$ cat src/source/agu_types_pkg.sv
package agu_types_pkg;

   //////////////////////////////////////////////////////////////////////
   // operations

   typedef enum logic [1:0] {
      OP_ADDR = 2'd0,                 // rs1 + imm
      OP_JUMP = 2'd1,                 // rs1 + imm with imm bit 0 cleared
      OP_SHR  = 2'd2                  // logical or arithmetic rs1 >> shamt
   } agu_op_e;

   //////////////////////////////////////////////////////////////////////
   // immediate word and its shift view

   typedef struct packed {
      logic [6:0]  funct7;            // bit 5 set for arithmetic shift
      logic [4:0]  shamt;
      logic [19:0] rest;
   } agu_shift_view_s;

   typedef union packed {
      logic [31:0]     raw;           // address operations
      agu_shift_view_s sh;            // shift operation
   } agu_imm_u;

   //////////////////////////////////////////////////////////////////////
   // request and response

   typedef struct packed {
      agu_op_e     op;
      logic [31:0] rs1;
      agu_imm_u    imm;
   } agu_req_s;

   typedef struct packed {
      logic [31:0] word;
      logic [1:0]  lsb;               // low address bits of the sum
   } agu_rsp_s;

endpackage

$ cat src/source/serial_ctl_pkg.sv
package serial_ctl_pkg;

   typedef enum logic [2:0] {
      IDLE  = 3'd0,
      LOAD  = 3'd1,                   // operands streamed through the adder
      SHIFT = 3'd2,                   // one digit right per cycle
      FINE  = 3'd3,                   // remaining shamt mod W
      DONE  = 3'd4                    // waiting on the result slot
   } seq_phase_e;

   // per-cycle controls from the sequencer
   typedef struct packed {
      logic       cnt0;               // first digit of LOAD
      logic       cnt1;               // second digit of LOAD
      logic       cnt_done;           // last LOAD digit, and the FINE cycle
      logic       en;
      logic       init;               // high in LOAD only
      logic       clr_lsb;
      logic       shift_op;
      logic       sh_signed;
      logic [2:0] shamt_fine;
   } seq_ctl_s;

endpackage

$ cat src/source/req_unpacker.sv
`timescale 1ns/1ps

module req_unpacker #(
   parameter int W = 1
) (
   input  logic                      i_clk,
   input  logic                      i_arst_n,
   input  logic                      i_req_valid,
   input  agu_types_pkg::agu_req_s   i_req,
   output logic                      o_req_ready,
   input  serial_ctl_pkg::seq_ctl_s  i_ctl,
   input  logic                      i_take,
   output logic                      o_act_valid,
   output agu_types_pkg::agu_req_s   o_act_req,
   output logic [W-1:0]              o_rs1_dig,
   output logic [W-1:0]              o_imm_dig
);

   import agu_types_pkg::*;

   agu_req_s      mem_q [2];
   logic          wr_ptr_q;
   logic          rd_ptr_q;
   logic [1:0]    count_q;
   logic          push;
   logic          pop;
   logic          head_load;
   agu_req_s      head_src;
   logic [31:0]   rs1_sr;
   logic [31:0]   imm_sr;

   assign o_req_ready = (count_q != 2'd2);
   assign push        = i_req_valid & o_req_ready;
   assign pop         = i_take;
   assign o_act_valid = (count_q != 2'd0);
   assign o_act_req   = mem_q[rd_ptr_q];

   //////////////////////////////////////////////////////////////////////
   // two-entry request FIFO

   always_ff @(posedge i_clk or negedge i_arst_n) begin
      if (!i_arst_n) begin
         wr_ptr_q <= 1'b0;
         rd_ptr_q <= 1'b0;
         count_q  <= 2'd0;
      end else begin
         if (push) wr_ptr_q <= ~wr_ptr_q;
         if (pop) rd_ptr_q <= ~rd_ptr_q;
         count_q <= count_q + 2'(push) - 2'(pop);
      end
   end

   always_ff @(posedge i_clk) begin
      if (push) mem_q[wr_ptr_q] <= i_req;
   end

   //////////////////////////////////////////////////////////////////////
   // operand digits of the active entry

   always_comb begin
      head_load = 1'b0;
      head_src  = i_req;
      if (pop && count_q == 2'd2) begin
         head_load = 1'b1;                      // waiting entry moves up
         head_src  = mem_q[~rd_ptr_q];
      end else if (push && (count_q == 2'd0 || (pop && count_q == 2'd1))) begin
         head_load = 1'b1;                      // incoming request is next
      end
   end

   always_ff @(posedge i_clk) begin
      if (head_load) begin
         rs1_sr <= head_src.rs1;
         imm_sr <= head_src.imm.raw;
      end else if (i_ctl.en && i_ctl.init) begin
         rs1_sr <= {{W{1'b0}}, rs1_sr[31:W]};
         imm_sr <= {{W{imm_sr[31]}}, imm_sr[31:W]};
      end
   end

   assign o_rs1_dig = rs1_sr[W-1:0];
   assign o_imm_dig = imm_sr[W-1:0];

   a_take_needs_active : assert property (
      @(posedge i_clk) disable iff (!i_arst_n)
      i_take |-> o_act_valid
   );

endmodule

$ cat src/source/serial_sequencer.sv
`timescale 1ns/1ps

module serial_sequencer #(
   parameter int W = 1
) (
   input  logic                      i_clk,
   input  logic                      i_arst_n,
   input  logic                      i_act_valid,
   input  agu_types_pkg::agu_req_s   i_act_req,
   input  logic                      i_rsp_busy,
   output serial_ctl_pkg::seq_ctl_s  o_ctl,
   output logic                      o_take,
   output logic                      o_rsp_load
);

   import agu_types_pkg::*;
   import serial_ctl_pkg::*;

   localparam int         LOG_W     = $clog2(W);
   localparam logic [4:0] LAST_DIG  = 5'(32 / W - 1);
   localparam logic [2:0] FINE_MASK = 3'(W - 1);

   seq_phase_e  state_q, state_d, phase;
   logic [4:0]  cnt_q, cnt_d;
   logic        start;
   logic        is_shift;
   logic        last_dig;
   logic        last_step;
   logic [4:0]  shamt;
   logic [4:0]  n_steps;

   assign is_shift  = (i_act_req.op == OP_SHR);
   assign shamt     = i_act_req.imm.sh.shamt;
   assign n_steps   = shamt >> LOG_W;            // whole digits to move
   assign last_dig  = (cnt_q == LAST_DIG);
   assign last_step = (cnt_q == n_steps - 5'd1);

   // first LOAD digit overlaps the cycle the request turns up
   assign start = (state_q == IDLE || state_q == DONE) && i_act_valid && !i_rsp_busy;
   assign phase = start ? LOAD : state_q;

   //////////////////////////////////////////////////////////////////////
   // phase machine

   always_comb begin
      state_d    = state_q;
      cnt_d      = cnt_q;
      o_take     = 1'b0;
      o_rsp_load = 1'b0;
      case (phase)
         IDLE: state_d = IDLE;
         LOAD: begin
            state_d = LOAD;
            cnt_d   = cnt_q + 5'd1;
            if (last_dig) begin
               cnt_d = 5'd0;
               if (!is_shift) begin
                  state_d    = DONE;
                  o_take     = 1'b1;
                  o_rsp_load = 1'b1;
               end else if (n_steps == 5'd0) begin
                  state_d = FINE;
               end else begin
                  state_d = SHIFT;
               end
            end
         end
         SHIFT: begin
            cnt_d = cnt_q + 5'd1;
            if (last_step) begin
               cnt_d   = 5'd0;
               state_d = FINE;
            end
         end
         FINE: begin
            state_d    = DONE;
            o_take     = 1'b1;
            o_rsp_load = 1'b1;
         end
         DONE: if (!i_rsp_busy) state_d = IDLE;   // slot still held otherwise
         default: state_d = IDLE;
      endcase
   end

   always_ff @(posedge i_clk or negedge i_arst_n) begin
      if (!i_arst_n) begin
         state_q <= IDLE;
         cnt_q   <= 5'd0;
      end else begin
         state_q <= state_d;
         cnt_q   <= cnt_d;
      end
   end

   //////////////////////////////////////////////////////////////////////
   // controls to the datapath

   always_comb begin
      o_ctl.cnt0       = (phase == LOAD) && (cnt_q == 5'd0);
      o_ctl.cnt1       = (phase == LOAD) && (cnt_q == 5'd1);
      o_ctl.cnt_done   = ((phase == LOAD) && last_dig) || (phase == FINE);
      o_ctl.en         = (phase == LOAD) || (phase == SHIFT) || (phase == FINE);
      o_ctl.init       = (phase == LOAD);
      o_ctl.clr_lsb    = (i_act_req.op == OP_JUMP);
      o_ctl.shift_op   = is_shift;
      o_ctl.sh_signed  = is_shift & i_act_req.imm.sh.funct7[5];
      o_ctl.shamt_fine = shamt[2:0] & FINE_MASK;
   end

   a_shift_only_for_shr : assert property (
      @(posedge i_clk) disable iff (!i_arst_n)
      (state_q == SHIFT) |-> is_shift
   );

   a_take_single_pulse : assert property (
      @(posedge i_clk) disable iff (!i_arst_n)
      o_take |=> !o_take
   );

endmodule

$ cat src/source/serial_bufreg.sv
`timescale 1ns/1ps

module serial_bufreg #(
   parameter int W = 1
) (
   input  logic                      i_clk,
   input  logic                      i_arst_n,
   input  serial_ctl_pkg::seq_ctl_s  i_ctl,
   input  logic [W-1:0]              i_rs1_dig,
   input  logic [W-1:0]              i_imm_dig,
   output agu_types_pkg::agu_rsp_s   o_rsp
);

   logic          load;
   logic          coarse;
   logic          fine;
   logic          fill;
   logic [W-1:0]  clr_mask;
   logic [W-1:0]  imm_g;
   logic [W-1:0]  q;
   logic          c;
   logic          c_q;
   logic [31:0]   data_q;
   logic [31:0]   data_d;
   logic [32:0]   fine_ext;
   logic [1:0]    lsb_q;

   assign load   = i_ctl.en & i_ctl.init;
   assign coarse = i_ctl.en & ~i_ctl.init & ~i_ctl.cnt_done;
   assign fine   = i_ctl.en & ~i_ctl.init & i_ctl.cnt_done;

   //////////////////////////////////////////////////////////////////////
   // serial adder

   assign clr_mask = W'(i_ctl.cnt0 & i_ctl.clr_lsb);       // jump target bit 0
   assign imm_g    = i_ctl.shift_op ? '0 : (i_imm_dig & ~clr_mask);

   assign {c, q} = {1'b0, i_rs1_dig} + {1'b0, imm_g} + (W+1)'(c_q);

   // carry dropped after the top digit so the next load starts clean
   always_ff @(posedge i_clk or negedge i_arst_n) begin
      if (!i_arst_n) begin
         c_q <= 1'b0;
      end else begin
         c_q <= load & ~i_ctl.cnt_done & c;
      end
   end

   //////////////////////////////////////////////////////////////////////
   // data register, coarse and fine right shift

   assign fill     = i_ctl.sh_signed & data_q[31];
   assign fine_ext = $signed({fill, data_q}) >>> i_ctl.shamt_fine;

   always_comb begin
      data_d = data_q;
      if (load) begin
         data_d = {q, data_q[31:W]};                     // sum enters at the top
      end else if (coarse) begin
         data_d = {{W{fill}}, data_q[31:W]};
      end else if (fine) begin
         data_d = fine_ext[31:0];
      end
   end

   always_ff @(posedge i_clk) begin
      data_q <= data_d;
   end

   generate
      if (W == 1) begin : g_lsb_serial
         always_ff @(posedge i_clk) begin
            if (load && i_ctl.cnt0) lsb_q[0] <= q[0];
            if (load && i_ctl.cnt1) lsb_q[1] <= q[0];
         end
      end else begin : g_lsb_digit
         always_ff @(posedge i_clk) begin
            if (load && i_ctl.cnt0) lsb_q <= q[1:0];   // both bits in digit 0
         end
      end
   endgenerate

   // result taken from the register input so the final step is included
   assign o_rsp = '{
      word: i_ctl.shift_op ? data_d : {data_d[31:2], 2'b00},
      lsb:  lsb_q
   };

   a_carry_clear_at_start : assert property (
      @(posedge i_clk) disable iff (!i_arst_n)
      (load && i_ctl.cnt0) |-> (c_q == 1'b0)
   );

endmodule

$ cat src/source/result_port.sv
`timescale 1ns/1ps

module result_port (
   input  logic                     i_clk,
   input  logic                     i_arst_n,
   input  logic                     i_load,
   input  agu_types_pkg::agu_rsp_s  i_rsp,
   output logic                     o_busy,
   output logic                     o_rsp_valid,
   output agu_types_pkg::agu_rsp_s  o_rsp,
   input  logic                     i_rsp_ready
);

   import agu_types_pkg::*;

   logic      valid_q;
   agu_rsp_s  slot_q;

   always_ff @(posedge i_clk or negedge i_arst_n) begin
      if (!i_arst_n) begin
         valid_q <= 1'b0;
      end else if (i_load) begin
         valid_q <= 1'b1;
      end else if (i_rsp_ready) begin
         valid_q <= 1'b0;                      // accepted downstream
      end
   end

   always_ff @(posedge i_clk) begin
      if (i_load) slot_q <= i_rsp;
   end

   assign o_busy      = valid_q & ~i_rsp_ready;   // slot frees up this cycle otherwise
   assign o_rsp_valid = valid_q;
   assign o_rsp       = slot_q;

   a_rsp_stable : assert property (
      @(posedge i_clk) disable iff (!i_arst_n)
      (o_rsp_valid && !i_rsp_ready) |=> (o_rsp_valid && $stable(o_rsp))
   );

endmodule

$ cat src/source/serial_agu_top.sv
`timescale 1ns/1ps

module serial_agu_top #(
   parameter int W = 4                          // digit width of 1, 2, 4 or 8 bits
) (
   input  logic                     i_clk,
   input  logic                     i_arst_n,
   input  logic                     i_req_valid,
   input  agu_types_pkg::agu_req_s  i_req,
   output logic                     o_req_ready,
   output logic                     o_rsp_valid,
   output agu_types_pkg::agu_rsp_s  o_rsp,
   input  logic                     i_rsp_ready
);

   import agu_types_pkg::*;
   import serial_ctl_pkg::*;

   agu_req_s      act_req;
   agu_rsp_s      buf_rsp;
   seq_ctl_s      ctl;
   logic          act_valid;
   logic          take;
   logic          rsp_load;
   logic          rsp_busy;
   logic [W-1:0]  rs1_dig;
   logic [W-1:0]  imm_dig;

   //////////////////////////////////////////////////////////////////////
   // input side, processing, output side

   req_unpacker #(.W(W)) u_unpacker (
      .i_clk      (i_clk),
      .i_arst_n   (i_arst_n),
      .i_req_valid(i_req_valid),
      .i_req      (i_req),
      .o_req_ready(o_req_ready),
      .i_ctl      (ctl),
      .i_take     (take),
      .o_act_valid(act_valid),
      .o_act_req  (act_req),
      .o_rs1_dig  (rs1_dig),
      .o_imm_dig  (imm_dig)
   );

   serial_sequencer #(.W(W)) u_sequencer (
      .i_clk      (i_clk),
      .i_arst_n   (i_arst_n),
      .i_act_valid(act_valid),
      .i_act_req  (act_req),
      .i_rsp_busy (rsp_busy),
      .o_ctl      (ctl),
      .o_take     (take),
      .o_rsp_load (rsp_load)
   );

   serial_bufreg #(.W(W)) u_bufreg (
      .i_clk    (i_clk),
      .i_arst_n (i_arst_n),
      .i_ctl    (ctl),
      .i_rs1_dig(rs1_dig),
      .i_imm_dig(imm_dig),
      .o_rsp    (buf_rsp)
   );

   result_port u_result (
      .i_clk      (i_clk),
      .i_arst_n   (i_arst_n),
      .i_load     (rsp_load),
      .i_rsp      (buf_rsp),
      .o_busy     (rsp_busy),
      .o_rsp_valid(o_rsp_valid),
      .o_rsp      (o_rsp),
      .i_rsp_ready(i_rsp_ready)
   );

endmodule

$ cat config.mk
export PLATFORM = sky130hd
export DESIGN_NAME = serial_agu_top
export DESIGN_NICKNAME = d
export VERILOG_FILES = /design/src/source/agu_types_pkg.sv /design/src/source/serial_ctl_pkg.sv /design/src/source/req_unpacker.sv /design/src/source/serial_sequencer.sv /design/src/source/serial_bufreg.sv /design/src/source/result_port.sv /design/src/source/serial_agu_top.sv
export SDC_FILE = /design/constraint.sdc
export NUM_CORES = 1
export LEC_CHECK = 0
export BUFFER_PORTS_ARGS = -buffer_cell sky130_fd_sc_hd__buf_4
export CAP_MARGIN = 15
export CORE_MARGIN = 8
export CORE_UTILIZATION = 55
export CTS_CLUSTER_DIAMETER = 40
export DETAILED_ROUTE_END_ITERATION = 6
export GPL_ROUTABILITY_DRIVEN = 0
export PLACE_DENSITY = 0.75
export RECOVER_POWER = 100
export SLEW_MARGIN = 15
export SYNTH_ARGS = -nofsm -noshare
export SYNTH_HDL_FRONTEND = slang
export SYNTH_SLANG_ARGS = --single-unit
$ cat constraint.sdc
create_clock -name i_clk -period 7.73 [get_ports i_clk]
set_input_delay 0.773 -clock i_clk [delete_from_list [all_inputs] [get_ports i_clk]]
set_output_delay 0.773 -clock i_clk [all_outputs]
set_load 0.02 [all_outputs]
==> results of run 1 <==
==> cells in the final DEF, fill, tap and decap left out, drive strengths merged, types with 7 or more instances in the layout <==
cell type	n
a21oi	60
clkbuf	151
clkinv	9
ha	9
mux2i	127
dfrtp	14
a221o	59
nand2	53
nor2	98
dfxtp	32
o21ai	7
buf	8
inv	22
edfxtp	232
==> cells by family (layout without fill, tap and decap cells) <==
family	count (synthesis)	in the layout	synth area share (%)
AND/OR/NAND/NOR	185	185	6.70
multiplexers	128	128	10.9
adder cells (fa/ha/maj)	11	11	1.29
XOR/XNOR	12	12	0.890
buffers and inverters	63	193	2.73
flip-flops	278	278	67.4
AO/OA/AOI/OAI	156	156	10.1
==> synth_stat cells, drive strengths merged (4+ instances only) <==
master,n,area (um2)
edfxtp,232,6970
mux2i,127,1270
nor2,98,368
a21oi,60,300
a221o,59,591
nand2,53,199
buf,34,214
dfxtp,32,641
clkbuf,16,60.1
dfrtp,14,350
inv,13,48.8
ha,9,113
o21ai,7,38.8
xnor2,6,52.6
xor2,6,52.6
nand3,5,25.0
nor2b,5,31.3
o2bb2ai,5,43.8
a21o,4,30.0
and3,4,25.0
==> metal layers <==
metal | up-vias | global-route usage, %
met5 | - | 0
met4 | 0 | 5.64
met3 | 32 | 3.94
met2 | 232 | 28.7
met1 | 3495 | 23.5
li1 | 3401 | -
==> power by group <==
group | internal, mW | leakage, nW | switching, mW
clock network | 0.946 | 0.560 | 0.635
registers | 2.35 | 2.66 | 0.278
logic | 0.726 | 1.79 | 1.07
==> sequential cells by signal (all words and copies together) (netlist names), 2 cells and up <==
| register | cells |
|---|---|
| u_unpacker.rs1_sr | 32 |
| u_sequencer.cnt_q | 5 |
| u_bufreg.lsb_q | 2 |
| u_unpacker.imm_sr | 32 |
| u_unpacker.count_q | 2 |
| u_sequencer.state_q | 3 |
| u_bufreg.data_q | 32 |
| u_unpacker.mem_q | 132 |
| u_result.o_rsp | 34 |
==> stage by stage <==
| stage | instance area (um2) | utilization [%] |
|---|---|---|
| after floorplan | 11800 | - |
| after global placement | 12800 | 61.0 |
| after detailed placement | 12800 | 61.0 |
| after CTS | 14000 | 66.5 |
| after global routing | 13500 | 64.3 |
| final | 13500 | 64.3 |
==> layout make-up <==
type                       instances  area share, %
clock inverter                    21           1.36
inverter                          13          0.361
sequential                       278           58.8
tap                              275           2.54
multi-input combinational        492           26.3
clock buffer                      43           7.16
timing repair buffer             116           3.45
==> worst min path at each step <==
stage	startpoint	end	slack (ps)	cells after the start
after floorplan	u_bufreg.lsb_q[0]	u_result.o_rsp[0]	400	0
after global placement	u_bufreg.lsb_q[0]	u_result.o_rsp[0]	420	0
after detailed placement	u_bufreg.lsb_q[0]	u_result.o_rsp[0]	420	0
after CTS	i_arst_n	u_sequencer.cnt_q[3]	90	1
after global routing	i_arst_n	u_sequencer.cnt_q[3]	390	1
final	i_arst_n	u_sequencer.cnt_q[3]	320	1
==> flow_metrics.env, run 1 <==
export IMPL_worstPathArrival_ps=5880
export IMPL_crit_cells=9
export IMPL_wl_met2_mm=11.3
export IMPL_drc_errors=0
export IMPL_antenna_cells=0
export IMPL_postRouteAntennaNets=0
export IMPL_grt_max_degree=67
export IMPL_min_path_type="input pin to asynchronous set/reset pin"
export IMPL_worst_hold_slack_ps=320
export IMPL_finClkSkew_ps=20.7
export IMPL_p_per_area_nw_per_um2=444
export IMPL_status="finished with violations"
export IMPL_rows=53
export IMPL_die_height_um=163
export IMPL_worst_slew_pin_transition_ps=3920
export IMPL_clk_path_buf_depth=3
export IMPL_start_kind="flop"
export IMPL_syn_avg_cell_area_um2=14.2
export IMPL_power_mw=6.01
export IMPL_slew_viol_final=272
export IMPL_critPathKind="flop to flop"
export IMPL_cts_clk_slew_worst_paths_ps=60
export IMPL_cp_slowest_stage_delay_ps=1200
export IMPL_cp_required_ps=7880
export IMPL_synth_seq_area_share_pct=67.4
export IMPL_drt_iter0_markers=536
export IMPL_postCtsHoldBufs=0
export IMPL_grt_pass1_wl_mm=37.6
export IMPL_cts_buffers=36
export IMPL_ys_ff_latch=278
export IMPL_peakVddDrop_uv=241
export IMPL_clk_insertion_delay_late_ps=520
export IMPL_fp_dieW_um=163
export IMPL_syn_area_um2=11800
export IMPL_period_needed_ps=5730
export IMPL_slowest_stage="dfrtp_1"
export IMPL_hold_violations=0
export IMPL_route_vias_total=7160
export IMPL_gr_total_overflow=0
export IMPL_reg2reg_to="u_unpacker.imm_sr[13]"
export IMPL_crit_fanout=65
export IMPL_cts_tree="built"
export IMPL_synth_cell_type_count=51
export IMPL_port_buffers=105
export IMPL_met3_length_mm=1.59
export IMPL_cts_htree_levels=2
export IMPL_setup_tns_final_ps=0
export IMPL_routed_top_layer="met4"
export IMPL_num_nets_final=1018
export IMPL_num_io_pins=106
export IMPL_synth_yosys_warnings=0
export IMPL_place_ws_ps=3040
export IMPL_fill_cells=1593
export IMPL_path_buf_inv=4
export IMPL_crit_chain="buf_4 > nand3b_1 > a31oi_1 > or3_2 > clkbuf_2 > a21boi_0 > buf_4 > nand2_1 > buf_4"
export IMPL_post_cts_resized=0
export IMPL_worst_slack_ps=2000
export IMPL_drt_first_pass_iters=5
export IMPL_synthCells=833
export IMPL_dieArea_um2=26400
export IMPL_rsz0062_at_grt="false"
export IMPL_clock_fmax_ghz=0.174
export IMPL_cts_root_buffer="clkbuf_16"
export IMPL_wl_mm=23.6
export IMPL_synthToLayoutAreaGrowth_pct=14.5
export IMPL_cp_end_kind="flop"
export IMPL_rr_worst_depth=9
export IMPL_grt_pass1_vias=7195
export IMPL_synth_flop_cell="edfxtp_1"
export IMPL_drive_gt1_share_pct=8.20
export IMPL_startpoint="u_unpacker.rd_ptr_q"
export IMPL_clock_sinks=278
export IMPL_dp_hpwl_mm=14.4
export IMPL_maxSlewHeadroom_pct=-161
export IMPL_r2r_slack_ps=2000
export IMPL_violations="max-capacitance violations, max-slew violations"
export IMPL_core_area_um2=21000
export IMPL_antenna_found_initial=0
export IMPL_fin_crit_sh_pct=74.1
export IMPL_async_flop_share_pct=5.04
export IMPL_post_cts_buffers=0
export IMPL_layout_cells_non_filler=1238
export IMPL_cpLargestDelayFamily="buffers and inverters"
export IMPL_p_leak_nw=5.02
export IMPL_r2r_start="u_unpacker.rd_ptr_q"
export IMPL_synth_edf_count=232
export IMPL_max_cap_violations=5
export IMPL_initial_core_util_pct=56.2
export IMPL_dp_cells=1174
export IMPL_grtUsageTotal_pct=17.7
export IMPL_syn_nets=914
export IMPL_via_per_inst=5.78
export IMPL_multi_input_area_um2=3560
export IMPL_wl_met1_mm=10.4
export IMPL_worstSetupEndpoint="u_unpacker.imm_sr[13]"
export IMPL_cp_common_cell="buf_4"
export IMPL_regArea_um2=7960
export IMPL_setup_viol=0
export IMPL_wire_per_inst_um=19.1
(Power assumes the default switching activity.)
==> run 2: changes to the inputs <==
CORE_UTILIZATION = 54   (was 55)
PLACE_DENSITY = 0.76   (was 0.75)
clock period = 4.89 ns   (was 7.73 ns; I/O delays follow)
==> flow_metrics.env, run 2 (synthesized netlist as in run 1, its figures left out) <==
export IMPL_cts_tree="built"
export IMPL_finClkSkew_ps=16.0
export IMPL_cp_required_ps=5140
export IMPL_status="finished with violations"
export IMPL_cp_end_kind="flop"
export IMPL_r2r_start="u_unpacker.rd_ptr_q"
export IMPL_crit_chain="or3b_1 > a31oi_1 > or3_2 > clkbuf_2 > nor2_1 > a221o_1"
export IMPL_largest_reg_flops=132
export IMPL_peakVddDrop_uv=394
export IMPL_rows=54
export IMPL_slew_viol_final=37
export IMPL_die_height_um=164
export IMPL_place_ws_ps=1620
export IMPL_maxSlewHeadroom_pct=-35.4
export IMPL_hold_depth=1
export IMPL_clock_fmax_ghz=0.260
export IMPL_hold_violations=0
export IMPL_path_buf_inv=1
export IMPL_core_area_um2=21600
export IMPL_post_cts_resized=0
export IMPL_hold_start="i_req[64]"
export IMPL_drt_first_pass_iters=7
export IMPL_rsz0062_at_grt="false"
export IMPL_routed_top_layer="met4"
export IMPL_violations="max-capacitance violations, max-slew violations"
export IMPL_initial_core_util_pct=54.6
export IMPL_wl_met2_mm=11.5
export IMPL_setup_viol=0
export IMPL_drc_errors=0
export IMPL_min_to="u_unpacker.mem_q[0][64]"
export IMPL_final_cell_mix="232 x edfxtp_1, 125 x mux2i_1, 111 x clkbuf_1"
export IMPL_start_kind="flop"
export IMPL_min_path_type="input pin to flop"
export IMPL_regMostFlops="u_unpacker.mem_q"
export IMPL_grt_max_degree=65
export IMPL_cts_root_buffer="clkbuf_16"
export IMPL_max_cap_violations=1
export IMPL_gr_total_overflow=0
export IMPL_cts_buffers=35
export IMPL_post_cts_buffers=0
export IMPL_clk_path_buf_depth=3
export IMPL_num_nets_final=1021
export IMPL_worst_slew_pin_transition_ps=2030
export IMPL_cts_clk_slew_worst_paths_ps=60
export IMPL_r2r_slack_ps=1040
export IMPL_wl_mm=24.1
export IMPL_fin_crit_sh_pct=78.6
export IMPL_critPathKind="flop to flop"
export IMPL_clock_sinks=278
export IMPL_setup_tns_final_ps=0
export IMPL_worstPathArrival_ps=4100
export IMPL_fp_dieW_um=164
export IMPL_postRouteAntennaNets=0
export IMPL_met3_length_mm=1.48
export IMPL_num_io_pins=106
export IMPL_worst_slack_ps=1040
export IMPL_reg2reg_to="u_unpacker.imm_sr[20]"
export IMPL_cts_htree_levels=2
export IMPL_clk_insertion_delay_late_ps=510
export IMPL_cp_slowest_stage_delay_ps=1020
export IMPL_fin_util_pct=62.6
export IMPL_synthToLayoutAreaGrowth_pct=14.6
export IMPL_period_needed_ps=3850
export IMPL_drt_iter0_markers=512
export IMPL_slowest_stage="clkbuf_2"
export IMPL_dieArea_um2=26900
export IMPL_antenna_found_initial=2
export IMPL_port_buffers=105
export IMPL_crit_cells=6
export IMPL_crit_fanout=64
export IMPL_drive_gt1_share_pct=8.60
export IMPL_cpLargestDelayFamily="buffers and inverters"
export IMPL_via_per_inst=5.83
export IMPL_grt_pass1_wl_mm=38.2
export IMPL_grtUsageTotal_pct=17.9
export IMPL_wire_per_inst_um=19.3
export IMPL_wl_met1_mm=10.6
export IMPL_dp_cells=1182
export IMPL_grt_pass1_vias=7327
export IMPL_rr_worst_depth=6
export IMPL_p_leak_nw=5.01
export IMPL_route_vias_total=7264
export IMPL_p_per_area_nw_per_um2=694
export IMPL_final_common_cell="edfxtp_1"
export IMPL_dp_hpwl_mm=15.1
export IMPL_layout_cells_non_filler=1247
## run 2: cell count changes in the layout (fill, tap and decap cells not counted), sizes merged
| cell | previous run | this run |
|---|---|---|
| buf | 8 | 7 |
| clkbuf | 151 | 154 |
| clkinv | 9 | 8 |
| clkinvlp | 2 | 6 |
| diode | 0 | 2 |
| dlygate4sd3 | 0 | 1 |
| inv | 22 | 18 |
## run 2: power breakdown
part	internal (mW)	switching [mW]	leakage, nW
Clock	1.45	0.972	0.529
Combinational	1.14	1.65	1.81
Sequential	3.68	0.492	2.66
## run 2: metal layers
metal	track usage, %	vias up
met5	0	-
met4	6.86	0
met3	4.09	42
met2	28.2	225
met1	23.8	3580
li1	-	3417
## run 2: how the worst max path moves through the flow
stage                               start                endpoint  slack [ps]
floorplan           u_unpacker.count_q[0]  u_unpacker.mem_q[0][0]         860
detailed placement    u_unpacker.rd_ptr_q   u_unpacker.imm_sr[10]        1620
finish                u_unpacker.rd_ptr_q   u_unpacker.imm_sr[20]        1040
global placement      u_unpacker.rd_ptr_q   u_unpacker.imm_sr[10]        1670
CTS                   u_unpacker.rd_ptr_q   u_unpacker.imm_sr[14]        1580
global route          u_unpacker.rd_ptr_q    u_unpacker.imm_sr[0]         890
## run 2: worst reg2reg max path: cells and delay by family, from the launching register on
| kind | cells | cell delay (ps) |
|---|---|---|
| AOI/OAI and AO/OA | 2 | 820 |
| buffers and inverters | 1 | 1020 |
| and+or+nand+nor | 3 | 1000 |
| DFF | 1 | 760 |
## run 2: cell type report
cell class | count | area (um2)
antenna | 2 | 5.00
clock buffer | 42 | 945
clock inverter | 20 | 166
fill | 1677 | 8080
inverter | 13 | 48.8
multi-input combinational | 492 | 3560
sequential | 278 | 7960
tap | 280 | 350
timing repair buffer | 120 | 495
## run 2: through the flow
stage | hold slack (ps) | power [mW] | instance area, um2
3_3_place_gp | 350 | 6.97 | 12800
6_report | 193 | 9.39 | 13500
3_5_place_dp | 352 | 7.08 | 12800
4_1_cts | 146 | 9.51 | 14000
2_1_floorplan | 193 | 6.27 | 11800
5_1_grt | 178 | 9.90 | 13500
## run 2: what timing repair did
item | CTS | global route
hold buffers | 1 | 0
endpoints found under the setup margin | 0 | 0
endpoints found under the hold margin | 14 | 0
